`config.mk`:
```
export PLATFORM = sky130hd
export DESIGN_NAME = cache_memory
export DESIGN_NICKNAME = d
export VERILOG_FILES = /design/src/cache_pkg.sv /design/src/cache_memory.sv
export SDC_FILE = /design/constraint.sdc
export NUM_CORES = 2
export LEC_CHECK = 0
export BUFFER_PORTS_ARGS = -buffer_cell sky130_fd_sc_hd__buf_4
export CAP_MARGIN = 15
export CORE_MARGIN = 5
export CORE_UTILIZATION = 60
export DETAILED_ROUTE_END_ITERATION = 16
export GPL_TIMING_DRIVEN = 0
export PLACE_DENSITY_LB_ADDON = 0.2
export SLEW_MARGIN = 20
export SYNTH_ARGS = -nofsm -noshare
export SYNTH_HDL_FRONTEND = slang
export SYNTH_SLANG_ARGS = --single-unit
```
`constraint.sdc`:
```
create_clock -name clk -period 15.9 [get_ports clk]
set_input_delay 0.795 -clock clk [delete_from_list [all_inputs] [get_ports clk]]
set_output_delay 0.795 -clock clk [all_outputs]
set_load 0.05 [all_outputs]
```
`src/cache_pkg.sv`:
```
`default_nettype none

package cache_pkg;

	// Default geometry of the cache and its backing store.
	// Word address width, in bits.
	parameter int DEF_ADDR_WIDTH = 12;

	// Processor word width, in bits.
	parameter int DEF_DATA_WIDTH = 32;

	// One line is four words.
	parameter int DEF_BLOCK_SIZE = 128;

	// Capacity in bytes, 16 lines.
	parameter int DEF_CACHE_SIZE = 256;

	// Cycles from a memory strobe to its mem_done pulse.
	parameter int DEF_MEM_LATENCY = 4;

	// Controller states.
	typedef enum logic [2:0] {
		ST_IDLE      = 3'd0,
		ST_LOOKUP    = 3'd1,
		ST_WRITEBACK = 3'd2,
		ST_REFILL    = 3'd3,
		ST_UPDATE    = 3'd4
	} cache_state_t;

endpackage

`default_nettype wire

```
`src/cache_memory.sv`:
```
`timescale 1ns/1ps
`default_nettype none

module cache_memory #(
	parameter int ADDR_WIDTH = cache_pkg::DEF_ADDR_WIDTH,
	parameter int DATA_WIDTH = cache_pkg::DEF_DATA_WIDTH,
	parameter int BLOCK_SIZE = cache_pkg::DEF_BLOCK_SIZE,
	parameter int CACHE_SIZE = cache_pkg::DEF_CACHE_SIZE
) (
	input  logic                  clk,
	input  logic                  rst_n,
	input  logic [ADDR_WIDTH-1:0] addr,
	input  logic [BLOCK_SIZE-1:0] data_write,
	input  logic                  dirty_write,
	input  logic                  write_en,
	output logic [BLOCK_SIZE-1:0] data_read,
	output logic                  dirty_read,
	output logic                  hit,
	output logic [ADDR_WIDTH-$clog2(BLOCK_SIZE/DATA_WIDTH)-$clog2((CACHE_SIZE*8)/BLOCK_SIZE)-1:0]
	                              replace_tag
);

	localparam int NUM_BLOCKS   = (CACHE_SIZE * 8) / BLOCK_SIZE;
	localparam int OFFSET_WIDTH = $clog2(BLOCK_SIZE / DATA_WIDTH);
	localparam int INDEX_WIDTH  = $clog2(NUM_BLOCKS);
	localparam int TAG_WIDTH    = ADDR_WIDTH - INDEX_WIDTH - OFFSET_WIDTH;

	// Line storage, one entry per index.
	logic [BLOCK_SIZE-1:0] data_mem [NUM_BLOCKS];
	logic [TAG_WIDTH-1:0]  tag_mem  [NUM_BLOCKS];
	logic [NUM_BLOCKS-1:0] valid_bits;
	logic [NUM_BLOCKS-1:0] dirty_bits;

	// Line registered from the index of the previous edge.
	logic [BLOCK_SIZE-1:0] data_q;
	logic [TAG_WIDTH-1:0]  tag_q;
	logic                  valid_q;
	logic                  dirty_q;

	logic [TAG_WIDTH-1:0]   addr_tag;
	logic [INDEX_WIDTH-1:0] addr_index;

	assign addr_tag   = addr[ADDR_WIDTH-1 -: TAG_WIDTH];
	assign addr_index = addr[OFFSET_WIDTH +: INDEX_WIDTH];

	assign data_read   = data_q;
	assign dirty_read  = dirty_q;
	assign replace_tag = tag_q;

	// Stored tag against the tag of the address presented now.
	assign hit = valid_q && (tag_q == addr_tag);

	// Valid and dirty flags.
	always_ff @(posedge clk) begin
		if (!rst_n) begin
			valid_bits <= '0;
			dirty_bits <= '0;
			valid_q    <= 1'b0;
			dirty_q    <= 1'b0;
		end else begin
			valid_q <= valid_bits[addr_index];
			dirty_q <= dirty_bits[addr_index];
			if (write_en) begin
				valid_bits[addr_index] <= 1'b1;
				dirty_bits[addr_index] <= dirty_write;
			end
		end
	end

	// Data and tag arrays.
	always_ff @(posedge clk) begin
		data_q <= data_mem[addr_index];
		tag_q  <= tag_mem[addr_index];
		if (write_en) begin
			data_mem[addr_index] <= data_write;
			tag_mem[addr_index]  <= addr_tag;
		end
	end

endmodule

`default_nettype wire

```
==> results.sh <==
export IMPL_path_max_fanout=18
export IMPL_p_sw_uw=2750
export IMPL_holdCritPathClass="in2reg"
export IMPL_ioPinCount=280
export IMPL_drt_vias_per_instance=6.44
export IMPL_core_area_um2=139000
export IMPL_syn_area_um2=84100
export IMPL_whs_path_depth=1
export IMPL_rrSetupSlack_ps=14430
export IMPL_drt_first_pass_iters=5
export IMPL_route_met3_wl_um=19400
export IMPL_die_w_um=384
export IMPL_synth_seq_cells=2312
export IMPL_p_per_area_nw_per_um2=129
export IMPL_worstPathArrival_ps=3600
export IMPL_ant_nets=0
export IMPL_htree_levels=4
export IMPL_clk_pin_slew_ps=60
export IMPL_wire_per_inst_um=32.0
export IMPL_drc=0
export IMPL_critPathKind="in2reg"
export IMPL_rsz0062_at_grt="no"
export IMPL_postSynthCellCount=3580
export IMPL_p_clk_frac=0.400
export IMPL_place_area_um2=91800
export IMPL_grt_max_degree=23
export IMPL_syn_nets=3724
export IMPL_synth_ff_type="edfxtp_1"
export IMPL_drt_iter0_drc=4957
export IMPL_finalSetupViolCount=0
export IMPL_grt_overflow=0
export IMPL_tns_ps=0
export IMPL_grt_antenna_before_repair=32
export IMPL_cts_buffers=217
export IMPL_synth_largest_area_cell="edfxtp_1"
export IMPL_die_area_um2=148000
export IMPL_yosys_warnings=0
export IMPL_skew_ps=26.2
export IMPL_synthArstFlopShare=0
export IMPL_cts_tree="built"
export IMPL_wl_met2_um=101000
export IMPL_slew_violations=0
export IMPL_die_h_um=384
export IMPL_met1Wirelength_um=74500
export IMPL_top_layer="met5"
export IMPL_gp_congestion=0.765
export IMPL_status="completed"
export IMPL_synth_edff_count=2144
export IMPL_r2r_cells=3
export IMPL_synth_area_top_cells="edfxtp_1 (77%), mux4_2 (14%), dfxtp_1 (4.0%)"
export IMPL_postCtsHoldBufs=0
export IMPL_ir_drop_uv=110
export IMPL_critPathCaptureType="flop"
export IMPL_slew_headroom=0.205
export IMPL_start_kind="input port"
export IMPL_max_cap_violations=0
export IMPL_fin_crit_sh=0.193
export IMPL_layout_common_cells="edfxtp_1 (2144), mux4_2 (536), buf_4 (294)"
export IMPL_cts_resized=0
export IMPL_areaGrowthSynthToFinish_pct=17.8
export IMPL_maxClockFrequency_mhz=326
export IMPL_io_buffers=273
export IMPL_hpwl_um=125000
export IMPL_grt_pass1_wl_um=292000
export IMPL_root_buffer="clkbuf_16"
export IMPL_fin_crit_ps=3070
export IMPL_design_area_um2=99000
export IMPL_num_vias=40600
export IMPL_seq_power_share=0.536
export IMPL_yosysUniqueCellTypes=27
export IMPL_synth_top_cell_area_share=0.766
export IMPL_comb_power_share=0.064
export IMPL_gr_usage_all_layers=0.277
export IMPL_ys_seq_area_frac=0.806
export IMPL_worst_pin_slew_ps=1190
export IMPL_drt_total_wl_um=202000
export IMPL_syn_area_per_cell_um2=23.5
export IMPL_finalHoldViolCount=0
export IMPL_cp_required_ps=16420
export IMPL_rows=137
export IMPL_switching_share=0.215
export IMPL_drive_gt1_frac=0.312
export IMPL_cts_setup_buffers=0
export IMPL_power_leakage_uw=0.0322
export IMPL_cts_sinks=2312
export IMPL_grt_pass1_vias=41700
export IMPL_final_nets=4351
export IMPL_start_util=0.603
export IMPL_p_int_uw=10000
export IMPL_final_common_cell="edfxtp_1"
export IMPL_cts_path_max_buffers=3
export IMPL_clock_latency_ps=850
export IMPL_fillers=7922
-- power groups by stage --
| stage | clock network, µW | logic (µW) | registers (µW) |
|---|---|---|---|
| after global placement | 0 | 775 | 7010 |
| after detailed placement | 0 | 822 | 6980 |
| after global routing | 5450 | 864 | 6860 |
| after floorplan | 0 | 326 | 7120 |
| after CTS | 5180 | 828 | 6850 |
| final | 5120 | 820 | 6850 |
-- final cells by class --
| cell class | count | area (µm²) | share of cell area |
|---|---|---|---|
| Tap cell | 1876 | 2350 | 0.0237 |
| Multi-Input combinational cell | 1077 | 15600 | 0.157 |
| Timing Repair Buffer | 408 | 5240 | 0.0529 |
| Clock inverter | 86 | 761 | 0.00768 |
| Buffer | 191 | 907 | 0.00916 |
| Sequential cell | 2312 | 67700 | 0.684 |
| Antenna cell | 27 | 67.6 | 0.000682 |
| Clock buffer | 327 | 6390 | 0.0645 |
-- sequential cells by signal, indices dropped and copies added, names as in the netlist --
name	flops
data_mem	2048
data_read	128
dirty_bits	16
replace_tag	6
valid_q	1
valid_bits	16
tag_mem	96
dirty_read	1
-- per-stage QoR --
step / setup WS [ps] / hold WS, ps / std cells / utilization / total power [µW]
2_1_floorplan: 8070 / 440 / 3580 / - / 7440
3_3_place_gp: 865 / 446 / 5729 / 0.635 / 7780
3_5_place_dp: 12020 / 458 / 5864 / 0.659 / 7800
4_1_cts: 12900 / 192 / 6277 / 0.710 / 12900
5_1_grt: 12750 / 230 / 6288 / 0.710 / 13200
6_report: 12830 / 236 / 6304 / 0.711 / 12800
-- layer usage --
layer / global-route usage / vias to the layer above
met5: 0 / -
met2: 0.450 / 2278
met3: 0.0632 / 386
met4: 0.0974 / 18
met1: 0.379 / 21400
li1: - / 16500
-- synthesized netlist by cell type (2+ instances only) --
cell      number
nand2_1      156
dfxtp_1      168
o21ai_0       16
a21boi_0      16
edfxtp_1    2144
o21a_1        16
nor2b_1        4
mux2i_1       16
nand3b_1       2
clkbuf_1      84
nor2_1        18
buf_1         31
o22ai_1        2
nand2b_1       3
xor2_1         3
buf_6          6
buf_2         49
mux4_2       536
a22oi_1      272
xnor2_1        3
nand3_1        9
buf_4         21
-- path summary, 6_finish.rpt --
kind / end / start
setup reg to reg: data_read[57]$_DFF_P_ / data_mem[11][57]$_DFFE_PP_
hold / removal: data_mem[7][110]$_DFFE_PP_ / data_write[110]
hold reg to reg: valid_bits[3]$_SDFFE_PN0P_ / valid_bits[3]$_SDFFE_PN0P_
setup / recovery: data_mem[9][77]$_DFFE_PP_ / addr[3]
-- logic make-up after synthesis --
kind of cell	share of synthesized area
compound gates	0.0282
xor+xnor	0.000625
buf+inv	0.0107
flops	0.806
mux	0.145
simple gates	0.00940
-- worst max-delay path, stage by stage --
cell and delay (ps):
buf_2 160, buf_2 360, nand3b_1 650, nor2_4 590, buf_12 260, buf_16 190
buf_16 180, buf_16 170, buf_16 180
(Power assumes the default switching activity.)
