File: src/cache_pkg.sv
`default_nettype none

package cache_pkg;

	// Default geometry of the cache and its backing store.
	// Word address width, in bits.
	parameter int DEF_ADDR_WIDTH = 12;

	// Processor word width, in bits.
	parameter int DEF_DATA_WIDTH = 32;

	// One line is four words.
	parameter int DEF_BLOCK_SIZE = 128;

	// Capacity in bytes, 16 lines.
	parameter int DEF_CACHE_SIZE = 256;

	// Cycles from a memory strobe to its mem_done pulse.
	parameter int DEF_MEM_LATENCY = 4;

	// Controller states.
	typedef enum logic [2:0] {
		ST_IDLE      = 3'd0,
		ST_LOOKUP    = 3'd1,
		ST_WRITEBACK = 3'd2,
		ST_REFILL    = 3'd3,
		ST_UPDATE    = 3'd4
	} cache_state_t;

endpackage

`default_nettype wire

File: src/line_word_mux.sv
`timescale 1ns/1ps
`default_nettype none

module line_word_mux #(
	parameter int DATA_WIDTH = cache_pkg::DEF_DATA_WIDTH,
	parameter int BLOCK_SIZE = cache_pkg::DEF_BLOCK_SIZE
) (
	input  logic [BLOCK_SIZE-1:0]                      block,
	input  logic [$clog2(BLOCK_SIZE/DATA_WIDTH)-1:0] offset,
	input  logic [DATA_WIDTH-1:0]                      wdata,
	output logic [DATA_WIDTH-1:0]                      word,
	output logic [BLOCK_SIZE-1:0]                      merged
);

	localparam int NUM_WORDS    = BLOCK_SIZE / DATA_WIDTH;
	localparam int OFFSET_WIDTH = $clog2(NUM_WORDS);

	// Read side.
	assign word = block[offset*DATA_WIDTH +: DATA_WIDTH];

	// Only the addressed word takes wdata.
	for (genvar i = 0; i < NUM_WORDS; i++) begin : g_merge
		assign merged[i*DATA_WIDTH +: DATA_WIDTH] =
			(offset == OFFSET_WIDTH'(i)) ? wdata : block[i*DATA_WIDTH +: DATA_WIDTH];
	end

endmodule

`default_nettype wire

File: config.mk
export PLATFORM = sky130hd
export DESIGN_NAME = line_word_mux
export DESIGN_NICKNAME = d
export VERILOG_FILES = /design/src/cache_pkg.sv /design/src/line_word_mux.sv
export SDC_FILE = /design/constraint.sdc
export NUM_CORES = 1
export LEC_CHECK = 0
export BUFFER_PORTS_ARGS = -buffer_cell sky130_fd_sc_hd__buf_4
export CAP_MARGIN = 5
export CORE_AREA = 2 2 125 127
export DETAILED_ROUTE_END_ITERATION = 7
export DIE_AREA = 0 0 127 129
export PLACE_DENSITY_LB_ADDON = 0.12
export SYNTH_ARGS = -nofsm -noshare
export SYNTH_HDL_FRONTEND = slang
export SYNTH_SLANG_ARGS = --single-unit
File: constraint.sdc
create_clock -name vclk -period 2.4
set_input_delay 0.24 -clock vclk [all_inputs]
set_output_delay 0.24 -clock vclk [all_outputs]
set_load 0.02 [all_outputs]
==> results of run 1 <==
[worst max-delay path, cell delays in order]
cell	delay, ps
buf_4	270
nor2b_4	210
buf_4	300
mux2_2	380
buf_4	160
[area by class of cell]
type	instances	area [µm²]
Fill cell	1562	10020
Multi-Input combinational cell	164	2207
Timing Repair Buffer	335	2515
Tap cell	188	235.2
[routing by layer]
| metal | global-route usage | up-vias | wire [µm] |
|---|---|---|---|
| li1 | - | 1402 | - |
| met1 | 0.1674 | 1426 | 4914 |
| met2 | 0.3083 | 152 | 7678 |
| met3 | 0.01746 | 8 | 789 |
| met4 | 0.01681 | 0 | 129 |
| met5 | 0 | - | 0 |
[worst max path at each step]
stage | end | slack, ps | depth (start not counted)
global route | merged[56] | 500 | 5
detailed placement | merged[51] | 560 | 5
CTS | merged[51] | 560 | 5
finish | merged[51] | 590 | 5
global placement | merged[51] | 600 | 5
floorplan | merged[65] | 990 | 5
[cells by family (layout without fill, tap and decap cells)]
| family | Yosys count | after routing | synth area share |
|---|---|---|---|
| multiplexers | 160 | 160 | 0.9042 |
| AND/OR/NAND/NOR | 4 | 4 | 0.01256 |
| buffers and inverters | 22 | 335 | 0.08320 |
[cells in the final DEF (no fill, tap or decap)]
cell type / netlist / final
buf_4: 3 / 335
mux2_2: 116 / 116
mux4_2: 32 / 32
mux2_1: 12 / 12
nor2b_4: 1 / 2
nand2_2: 0 / 1
nor2_4: 0 / 1
[Yosys cell counts]
| library cell | number |
|---|---|
| mux2_2 | 116 |
| buf_2 | 6 |
| nor2b_4 | 1 |
| nor2_2 | 1 |
| mux2_1 | 12 |
| buf_4 | 3 |
| nand2_1 | 1 |
| nor2b_1 | 1 |
| mux4_2 | 32 |
| buf_6 | 13 |
[power by group through the flow]
stage	registers, mW	logic, mW	clock network, mW
after floorplan	0	0.679	0
after global placement	0	1.33	0
after CTS	0	1.33	0
after detailed placement	0	1.33	0
final	0	1.32	0
after global routing	0	1.39	0
==> impl_metrics.py, run 1 <==
metrics = {
    "power": {
        "swShare": 0.4782,
        "seqPwrFrac": 0,
        "p_int_mw": 0.6874,
        "finalPower_mw": 1.317,
        "switching_power_mw": 0.6300,
        "p_leak_nw": 2.327,
        "clkPwrFrac": 0,
        "ir_drop_mv": 0.1007,
        "power_frac_comb": 1.000,
        "powerDensity_mw_per_mm2": 265.8,
    },
    "place": {
        "dp_hpwl_um": 11410,
        "routabilityCongestion": 0.8516,
        "io_buffers": 322,
        "place_area_mm2": 0.004957,
        "dp_slack_ps": 564.5,
        "dpl.cell_count": 687,
    },
    "final_layout": {
        "drive_gt1_frac": 0.9760,
        "seqCellArea_um2": 0,
        "antenna_cells": 0,
        "final_nets": 663,
        "seq_cell_count": 0,
        "nClkBuffers": 0,
        "stdcell_count": 687,
        "area_delta_synth_final_pct": 107.3,
        "fin_area_mm2": 0.004957,
        "fin_util": 0.3310,
    },
    "global_routing": {
        "grt_usage": 0.1495,
        "grt_pass1_vias": 3323,
        "grt_pass1_wl_um": 19200,
        "antenna_found_initial": 0,
        "grt_overflow": 0,
        "grt_start_max_net_pins": 21,
    },
    "yosys": {
        "yosysSeqAreaShare": 0,
        "synth_area_mm2": 0.002391,
        "synthCells": 186,
        "synth.avg_cell_area_um2": 12.86,
        "synthesis.nets": 348,
        "ys.warnings.count": 0,
        "synthTopCellsByArea": "mux2_2, mux4_2, buf_6",
        "synth_top_cell_by_area": "mux2_2",
        "ys_types": 10,
        "yosysTopAreaCellShare": 0.5463,
    },
    "critical_path": {
        "path_max_fanout": 18,
        "startpoint": "offset[0]",
        "cp.arrival_ps": 1570,
        "crit_type": "input port to output pin",
        "crit_path_end_kind": "output pin",
        "start_kind": "input port",
        "crit_required_ps": 2160,
    },
    "clock_network": {
        "cts_resized": 0,
        "hold_buffers": 0,
        "postCtsSetupBuffers": 0,
    },
    "route": {
        "wl_um": 13510,
        "ant_nets": 0,
        "drtPass1Iterations": 4,
        "num_vias": 2988,
        "drc": 0,
        "drt_iter0_drc": 75,
        "viasPerCell": 4.349,
        "wl_per_cell_um": 19.67,
    },
    "sta": {
        "setup_tns_ps": 0,
        "finalCritPeriodShare": 0.7531,
        "worst_slack_ps": 592.6,
        "finalSetupViolCount": 0,
        "slew_headroom": 0.7871,
        "fin_hold_ws_ps": 803.8,
        "tightest_slew_ps": 319.3,
        "rsz0062_at_grt": "false",
        "slew_violations": 0,
        "timing.fmax_mhz": 553.3,
        "min_period_ps": 1807,
        "finalHoldViolCount": 0,
    },
    "floorplanning": {
        "dieArea_mm2": 0.01638,
        "ios": 322,
        "die_h_um": 129,
        "start_util": 0.1596,
        "die_width_um": 127,
        "rows": 45,
        "core_mm2": 0.01498,
    },
    "worst_hold_path": {
        "min_from": "block[61]",
        "holdPathStages": 3,
        "hold_end": "merged[61]",
        "hold_path_class": "input port to output pin",
    },
    "run": {
        "max_cap_violations": 0,
    },
    "status": {
        "status": "completed",
    },
}
Note: power is estimated with default switching activity, not from simulation.
==> run 2, diff against run 1 <==
==> constraint.sdc (replaced) <==
create_clock -name vclk -period 1.8
set_input_delay 0.18 -clock vclk [all_inputs]
set_output_delay 0.18 -clock vclk [all_outputs]
set_load 0.02 [all_outputs]
==> run 2 against run 1 <==
Non-clock buffer count did not move. Worst hold slack lost 120 ps. Critical path depth is the same. Cell count did not move. Sequential share of layout area is the same. Total power is 35% higher. Critical path type unchanged.
==> impl_metrics.py, run 2 (synthesized netlist as in run 1, its figures left out) <==
metrics = {
    "sta": {
        "slew_headroom": 0.8142,
        "tightest_slew_ps": 278.8,
        "finalSetupViolCount": 0,
        "rsz0062_at_grt": "false",
        "finalCritPeriodShare": 0.8732,
        "min_period_ps": 1572,
        "setup_tns_ps": 0,
        "timing.fmax_mhz": 636.2,
        "slew_violations": 0,
        "finalHoldViolCount": 0,
    },
    "critical_path": {
        "start_kind": "input port",
        "slowest_delay_ps": 350,
        "crit_path_end_kind": "output pin",
        "cp.arrival_ps": 1390,
        "crit_top_cell": "buf_4",
        "path_max_fanout": 17,
        "crit_required_ps": 1620,
        "cp_cell_sequence": "buf_4 -> nor2b_4 -> buf_12 -> mux2_2 -> buf_4",
        "crit_type": "input port to output pin",
        "cp_slowest_cell": "mux2_2",
    },
    "power": {
        "seqPwrFrac": 0,
        "power_frac_comb": 1.000,
        "switching_power_mw": 0.8424,
        "p_leak_nw": 2.351,
        "swShare": 0.4740,
        "ir_drop_mv": 0.1358,
        "powerDensity_mw_per_mm2": 353.2,
        "p_int_mw": 0.9349,
        "clkPwrFrac": 0,
    },
    "global_routing": {
        "grt_start_max_net_pins": 25,
        "antenna_found_initial": 0,
        "grt_usage": 0.1459,
        "grt_pass1_vias": 3277,
        "grt_overflow": 0,
        "grt_pass1_wl_um": 18890,
    },
    "floorplanning": {
        "die_width_um": 127,
        "core_mm2": 0.01498,
        "die_h_um": 129,
        "dieArea_mm2": 0.01638,
        "start_util": 0.1596,
        "rows": 45,
        "ios": 322,
    },
    "route": {
        "num_vias": 3080,
        "drtPass1Iterations": 6,
        "viasPerCell": 4.483,
        "wl_per_cell_um": 19.45,
        "ant_nets": 0,
        "drt_iter0_drc": 40,
        "wl_um": 13360,
        "drc": 0,
    },
    "final_layout": {
        "stdcell_count": 687,
        "final_nets": 663,
        "multi_input_area_mm2": 0.002207,
        "fin_util": 0.3360,
        "area_delta_synth_final_pct": 110.5,
        "most-common-layout-cells": "buf_4, mux2_2, mux4_2, mux2_1, buf_12",
        "nClkBuffers": 0,
        "seq_cell_count": 0,
        "drive_gt1_frac": 0.9760,
        "fin_area_mm2": 0.005032,
        "antenna_cells": 0,
        "fill_cells": 1536,
        "layout_commonest_cell": "buf_4",
        "seqCellArea_um2": 0,
    },
    "status": {
        "status": "completed",
    },
    "place": {
        "io_buffers": 322,
        "place_area_mm2": 0.005032,
        "dp_hpwl_um": 11150,
        "routabilityCongestion": 0.8015,
        "dpl.cell_count": 687,
    },
    "worst_hold_path": {
        "hold_path_class": "input port to output pin",
        "min_from": "block[61]",
        "hold_end": "merged[61]",
        "holdPathStages": 3,
    },
    "run": {
        "max_cap_violations": 0,
    },
    "clock_network": {
        "postCtsSetupBuffers": 0,
        "cts_resized": 0,
        "hold_buffers": 0,
    },
}
run 2: cell count changes in the layout (fill, tap and decap cells not counted):
cell and delta:
buf_12 +6, buf_4 -6
run 2: critical path: cells and delay by family:
kind	cells	cell delay, ps
buf+inv	3	590
mux	1	350
simple gates	1	260
run 2: per-stage QoR:
stage	total power [mW]	hold WS (ps)	setup slack, ps
2_1_floorplan	0.9049	549.3	507.9
3_3_place_gp	1.791	681.3	227.8
3_5_place_dp	1.790	684.4	217.6
4_1_cts	1.796	691.3	215.6
5_1_grt	1.871	696.2	165.7
6_report	1.777	687.3	228.2
run 2: power by group through the flow:
stage,combinational (mW),clock [mW],sequential (mW)
after floorplan,0.905,0,0
after global placement,1.79,0,0
after detailed placement,1.79,0,0
after CTS,1.80,0,0
after global routing,1.87,0,0
final,1.78,0,0
run 2: layout make-up:
| cell class | count | share of cell area |
|---|---|---|
| multi-input cells | 164 | 0.4386 |
| repair buffers | 335 | 0.5147 |
| well taps | 188 | 0.04674 |
run 2: metal layers:
metal	GRT usage	routed length (µm)	up-vias
met5	0	0	-
met1	0.1541	4586	1484
li1	-	-	1401
met3	0.02121	949	18
met4	0.03361	330	0
met2	0.3011	7496	177
run 2: worst max-delay path by stage:
stage	from	endpoint	slack [ps]	cells after the start
3_3_place_gp	offset[1]	merged[92]	230	5
6_report	offset[1]	merged[92]	230	5
5_1_grt	offset[1]	merged[92]	170	5
2_1_floorplan	offset[1]	merged[65]	510	5
3_5_place_dp	offset[1]	merged[90]	220	5
4_1_cts	offset[1]	merged[90]	220	5
