### config.mk
export PLATFORM = sky130hd
export DESIGN_NAME = cache_controller
export DESIGN_NICKNAME = d
export VERILOG_FILES = /design/src/cache_pkg.sv /design/src/cache_controller.sv
export SDC_FILE = /design/constraint.sdc
export NUM_CORES = 1
export LEC_CHECK = 0
export BUFFER_PORTS_ARGS = -buffer_cell sky130_fd_sc_hd__buf_4
export CORE_AREA = 3 3 368 370
export CTS_CLUSTER_DIAMETER = 60
export CTS_CLUSTER_SIZE = 14
export DETAILED_ROUTE_END_ITERATION = 8
export DIE_AREA = 0 0 371 373
export PLACE_DENSITY_LB_ADDON = 0.15
export SLEW_MARGIN = 20
export SYNTH_ARGS = -nofsm -noshare
export SYNTH_HDL_FRONTEND = slang
export SYNTH_SLANG_ARGS = --single-unit
export TNS_END_PERCENT = 30
### constraint.sdc
create_clock -name clk -period 13.3 [get_ports clk]
set_clock_uncertainty 0.15 [all_clocks]
set_input_delay 2.66 -clock clk [delete_from_list [all_inputs] [get_ports clk]]
set_output_delay 2.66 -clock clk [all_outputs]
set_load 0.03 [all_outputs]
### src/cache_pkg.sv
`default_nettype none

package cache_pkg;

	// Default geometry of the cache and its backing store.
	// Word address width, in bits.
	parameter int DEF_ADDR_WIDTH = 12;

	// Processor word width, in bits.
	parameter int DEF_DATA_WIDTH = 32;

	// One line is four words.
	parameter int DEF_BLOCK_SIZE = 128;

	// Capacity in bytes, 16 lines.
	parameter int DEF_CACHE_SIZE = 256;

	// Cycles from a memory strobe to its mem_done pulse.
	parameter int DEF_MEM_LATENCY = 4;

	// Controller states.
	typedef enum logic [2:0] {
		ST_IDLE      = 3'd0,
		ST_LOOKUP    = 3'd1,
		ST_WRITEBACK = 3'd2,
		ST_REFILL    = 3'd3,
		ST_UPDATE    = 3'd4
	} cache_state_t;

endpackage

`default_nettype wire

### src/cache_controller.sv
`timescale 1ns/1ps
`default_nettype none

module cache_controller #(
	parameter int ADDR_WIDTH = cache_pkg::DEF_ADDR_WIDTH,
	parameter int DATA_WIDTH = cache_pkg::DEF_DATA_WIDTH,
	parameter int BLOCK_SIZE = cache_pkg::DEF_BLOCK_SIZE,
	parameter int CACHE_SIZE = cache_pkg::DEF_CACHE_SIZE
) (
	input  logic                  clk,
	input  logic                  rst_n,
	input  logic                  req,
	input  logic                  we,
	input  logic [ADDR_WIDTH-1:0] addr,
	input  logic [DATA_WIDTH-1:0] wdata,
	output logic                  ready,
	output logic                  done,
	output logic [DATA_WIDTH-1:0] rdata,
	output logic                  was_hit,

	output logic [ADDR_WIDTH-1:0] arr_addr,
	output logic [BLOCK_SIZE-1:0] arr_data_write,
	output logic                  arr_dirty_write,
	output logic                  arr_write_en,
	input  logic [BLOCK_SIZE-1:0] arr_data_read,
	input  logic                  arr_dirty_read,
	input  logic                  arr_hit,
	input  logic [ADDR_WIDTH-$clog2(BLOCK_SIZE/DATA_WIDTH)-$clog2((CACHE_SIZE*8)/BLOCK_SIZE)-1:0]
	                              arr_replace_tag,

	output logic [BLOCK_SIZE-1:0]                      mux_block,
	output logic [$clog2(BLOCK_SIZE/DATA_WIDTH)-1:0] mux_offset,
	output logic [DATA_WIDTH-1:0]                      mux_wdata,
	input  logic [DATA_WIDTH-1:0]                      mux_word,
	input  logic [BLOCK_SIZE-1:0]                      mux_merged,

	output logic                                                 mem_rd,
	output logic                                                 mem_wr,
	output logic [ADDR_WIDTH-$clog2(BLOCK_SIZE/DATA_WIDTH)-1:0] mem_addr,
	output logic [BLOCK_SIZE-1:0]                                mem_wdata,
	input  logic [BLOCK_SIZE-1:0]                                mem_rdata,
	input  logic                                                 mem_done
);

	import cache_pkg::*;

	localparam int NUM_BLOCKS   = (CACHE_SIZE * 8) / BLOCK_SIZE;
	localparam int OFFSET_WIDTH = $clog2(BLOCK_SIZE / DATA_WIDTH);
	localparam int INDEX_WIDTH  = $clog2(NUM_BLOCKS);
	localparam int TAG_WIDTH    = ADDR_WIDTH - INDEX_WIDTH - OFFSET_WIDTH;

	cache_state_t state;

	// Latched request.
	logic [ADDR_WIDTH-1:0] addr_q;
	logic                  we_q;
	logic [DATA_WIDTH-1:0] wdata_q;

	// Block fetched from memory, held for the update cycle.
	logic [BLOCK_SIZE-1:0] refill_q;

	logic [INDEX_WIDTH+TAG_WIDTH-1:0] block_addr;
	logic [INDEX_WIDTH+TAG_WIDTH-1:0] victim_addr;

	assign block_addr  = addr_q[ADDR_WIDTH-1:OFFSET_WIDTH];
	assign victim_addr = {arr_replace_tag, addr_q[OFFSET_WIDTH +: INDEX_WIDTH]};

	assign ready = (state == ST_IDLE);

	// The array sees the incoming address in idle so that the
	// line is already registered when the lookup cycle starts.
	assign arr_addr = (state == ST_IDLE) ? addr : addr_q;

	assign mux_block  = (state == ST_UPDATE) ? refill_q : arr_data_read;
	assign mux_offset = addr_q[OFFSET_WIDTH-1:0];
	assign mux_wdata  = wdata_q;

	// Write hit in lookup, or line install in update.
	assign arr_write_en    = (state == ST_LOOKUP && arr_hit && we_q) || (state == ST_UPDATE);
	assign arr_data_write  = (state == ST_UPDATE && !we_q) ? refill_q : mux_merged;
	assign arr_dirty_write = we_q;

	// FSM and strobes.
	always_ff @(posedge clk) begin
		if (!rst_n) begin
			state   <= ST_IDLE;
			done    <= 1'b0;
			was_hit <= 1'b0;
			mem_rd  <= 1'b0;
			mem_wr  <= 1'b0;
		end else begin
			done   <= 1'b0;
			mem_rd <= 1'b0;
			mem_wr <= 1'b0;
			case (state)
				ST_IDLE: begin
					if (req) begin
						state <= ST_LOOKUP;
					end
				end
				ST_LOOKUP: begin
					if (arr_hit) begin
						done    <= 1'b1;
						was_hit <= 1'b1;
						state   <= ST_IDLE;
					end else if (arr_dirty_read) begin
						mem_wr <= 1'b1;
						state  <= ST_WRITEBACK;
					end else begin
						mem_rd <= 1'b1;
						state  <= ST_REFILL;
					end
				end
				ST_WRITEBACK: begin
					// Victim is in memory, now fetch the new line.
					if (mem_done) begin
						mem_rd <= 1'b1;
						state  <= ST_REFILL;
					end
				end
				ST_REFILL: begin
					if (mem_done) begin
						state <= ST_UPDATE;
					end
				end
				ST_UPDATE: begin
					done    <= 1'b1;
					was_hit <= 1'b0;
					state   <= ST_IDLE;
				end
				default: begin
					state <= ST_IDLE;
				end
			endcase
		end
	end

	// Request, memory address and data registers.
	always_ff @(posedge clk) begin
		case (state)
			ST_IDLE: begin
				if (req) begin
					addr_q  <= addr;
					we_q    <= we;
					wdata_q <= wdata;
				end
			end
			ST_LOOKUP: begin
				// A write returns the word it leaves in the line.
				rdata     <= we_q ? wdata_q : mux_word;
				mem_addr  <= arr_dirty_read ? victim_addr : block_addr;
				mem_wdata <= arr_data_read;
			end
			ST_WRITEBACK: begin
				if (mem_done) begin
					mem_addr <= block_addr;
				end
			end
			ST_REFILL: begin
				if (mem_done) begin
					refill_q <= mem_rdata;
				end
			end
			ST_UPDATE: begin
				rdata <= we_q ? wdata_q : mux_word;
			end
			default: begin
			end
		endcase
	end

endmodule

`default_nettype wire

==> flow_summary.ini <==
[status]
status = finished, final reports clean

[worst_hold_path]
whs_path_depth = 0
min_to = mem_addr[1]
min_from = addr_q[3]
hold_class = reg -> reg

[synthesis]
yosysWarnings = 0
yosysTopAreaCell = edfxtp_1
synth_area_mm2 = 0.01487
synth-seq-cells = 350
ys_seq_area_share_pct = 70.19
synthCells = 727
syn-num-nets = 1200
synth.top_cell.area_share_pct = 69.25
syn_area_per_cell_um2 = 20.46
synth_area_leaders = edfxtp_1 69%, mux2_2 15%, mux2_4 9.1%
ys_types = 31

[floorplan]
io_pins = 952
start_util_pct = 11.19
dieArea_mm2 = 0.1384
fp.coreArea_mm2 = 0.1330
row_count = 134
die_w_um = 371
die_h_um = 373

[power]
leakage_nw = 10.41
vdd_ir_drop_max_mv = 0.09634
power.density_mw_per_mm2 = 133.7

[finish]
fill_cells = 14470
multiInputGateArea_mm2 = 0.004024
layout-drive-gt1-share_pct = 76.74
finalNonFillerCells = 3539
syn_to_final_growth_pct = 73.97
finalNetCount = 2192
register_area_mm2 = 0.01044

[grt]
grt_start_max_net_pins = 55
grt_pass1_wl_um = 109400
grt_pass1_vias = 12430
grt_usage_pct = 11.37
antenna_found_initial = 17
grt-ovfl-total = 0

[routing]
drt-total-wl_um = 82730
ant_nets = 0
drcViolationCount = 0
drt_iter0_drc = 401
first_pass_iters = 4
wire_per_inst_um = 23.38
vias_per_cell = 3.139
vias = 11110

[timing]
slew_headroom_pct = 41.77
finalSetupTns_ns = 0
period_share_pct = 52.00
rsz0062_at_grt = false
drv_slew = 0
worstMarginPinSlew_ns = 0.8734
hold_violations = 0
setup_ws_ns = 6.384
clock.fmax_ghz = 0.1446
report.final.setup_viol = 0
fin_crit_ns = 6.916

[placed_design]
io_buffers = 951
dp_hpwl_um = 67510
placed_cells = 3425
dp_slack_ns = 6.992
gp_congestion = 0.8486

[setup_path]
critPathArrivalTime_ns = 4.11
reg2reg_depth = 4
critPathMaxFanout = 37
path_class = reg -> out
critPathRequiredTime_ns = 10.49
r2r-start = state[1]
reg2reg_to = refill_q[68]
cp-end-kind = primary output
r2r_slack_ns = 10.32
critPathLaunchType = register

[cts]
post_cts_resized = 0
cts.clk_slew.worst_paths_ns = 0.05
cts_tree = done
clockBufferDepth = 3
post_cts_buffers = 0
cts_max_level = 2
numCtsBuffers = 60
clk_latency_ns = 0.62
holdBufCountCts = 0
root_buffer = clkbuf_16
cts.sinks = 350

[run]
cap_violations = 0
report_power, final:
group / internal (W) / total (W) / switching, W
Clock: 0.000887 / 0.00150 / 0.000613
Combinational: 0.000267 / 0.000641 / 0.000374
Sequential: 0.00129 / 0.00132 / 0.0000250
Total: 0.00245 / 0.00346 / 0.00101
worst max-delay path: stages, from the launching register on:
cell	delay (ns)
dfxtp_1	0.59
or3b_4	0.48
nor2_8	0.41
buf_4	0.59
buf_4	0.68
mux2_1	0.41
buf_4	0.18
worst max-delay path by stage:
stage                       from                 end  slack [ns]  depth (start not counted)
6_report                state[2]  arr_data_write[86]        6.38                          6
5_1_grt                 state[2]  arr_data_write[86]        6.18                          6
4_1_cts                 state[2]  arr_data_write[86]        6.26                          6
3_5_place_dp            state[2]  arr_data_write[86]        6.99                          6
3_3_place_gp   arr_data_read[54]       mux_block[54]        7.13                          3
2_1_floorplan           state[0]        arr_write_en        4.34                          4
per-stage QoR:
step	total power (W)	cell area, um^2	util [%]	hold WS, ns
finish	0.003458	25870	19.46	0.3021
global route	0.003614	25860	19.45	0.3314
CTS	0.003554	25860	19.45	0.3065
detailed placement	0.001999	23960	18.02	0.2937
global placement	0.002000	23950	18.02	0.2845
floorplan	0.001650	14880	-	0.2722
metal layers:
metal  part of all wire (%)  global-route usage, %  up-vias
li1                       -                      -     4893
met4                    2.1                  2.529        4
met1                     34                  11.16     5509
met2                     54                  21.65      601
met5                  0.033                      0        -
met3                     10                  5.009      101
cells in the final DEF, fill, tap and decap left out, drive strengths merged, types with 4 or more instances in the layout:
| cell type | instances |
|---|---|
| edfxtp | 343 |
| clkinv | 20 |
| buf | 969 |
| nand2 | 4 |
| clkinvlp | 6 |
| inv | 15 |
| mux2 | 306 |
| clkbuf | 69 |
| diode | 4 |
| dfxtp | 7 |
cell type report:
cell class                 instances  share of cell area, %
antenna                            4                0.03868
clock buffer                      69                  6.015
clock inverter                    41                  1.354
inverter                           2                0.02901
multi-input combinational        336                  15.55
sequential                       350                  40.35
tap                             1768                  8.549
timing repair buffer             969                  28.11
flip-flops by register name, indices dropped and copies added, names as in the netlist:
name,cells
state,3
arr_dirty_write,1
rdata,32
was_hit,1
mux_wdata,32
refill_q,128
mem_wdata,128
mem_wr,1
mem_rd,1
done,1
mem_addr,10
addr_q,12
cell usage after synthesis, drive strengths merged:
cell type    n
nor4         1
nand3        1
edfxtp     343
a21oi        3
o31ai        1
a21boi       2
and4b        1
nor3         1
and3b        1
or3          1
nand2b       3
buf         36
mux2       306
and2         3
dfxtp        7
nor3b        1
a2bb2oi      1
a211oi       2
nand2        4
o21ai        1
clkbuf       3
inv          2
or3b         1
nor2         2
kinds of logic (layout without fill, tap and decap cells):
| logic type | count (synthesis) | after routing | share of synthesized area (%) |
|---|---|---|---|
| flip-flops | 350 | 350 | 70.19 |
| multiplexers | 306 | 306 | 25.44 |
| buffers and inverters | 41 | 1081 | 3.020 |
| AND/OR/NAND/NOR | 20 | 20 | 0.9002 |
| AO/OA/AOI/OAI | 10 | 10 | 0.4458 |
| other | 0 | 4 | 0 |
Power figures use the tool's default switching activity.
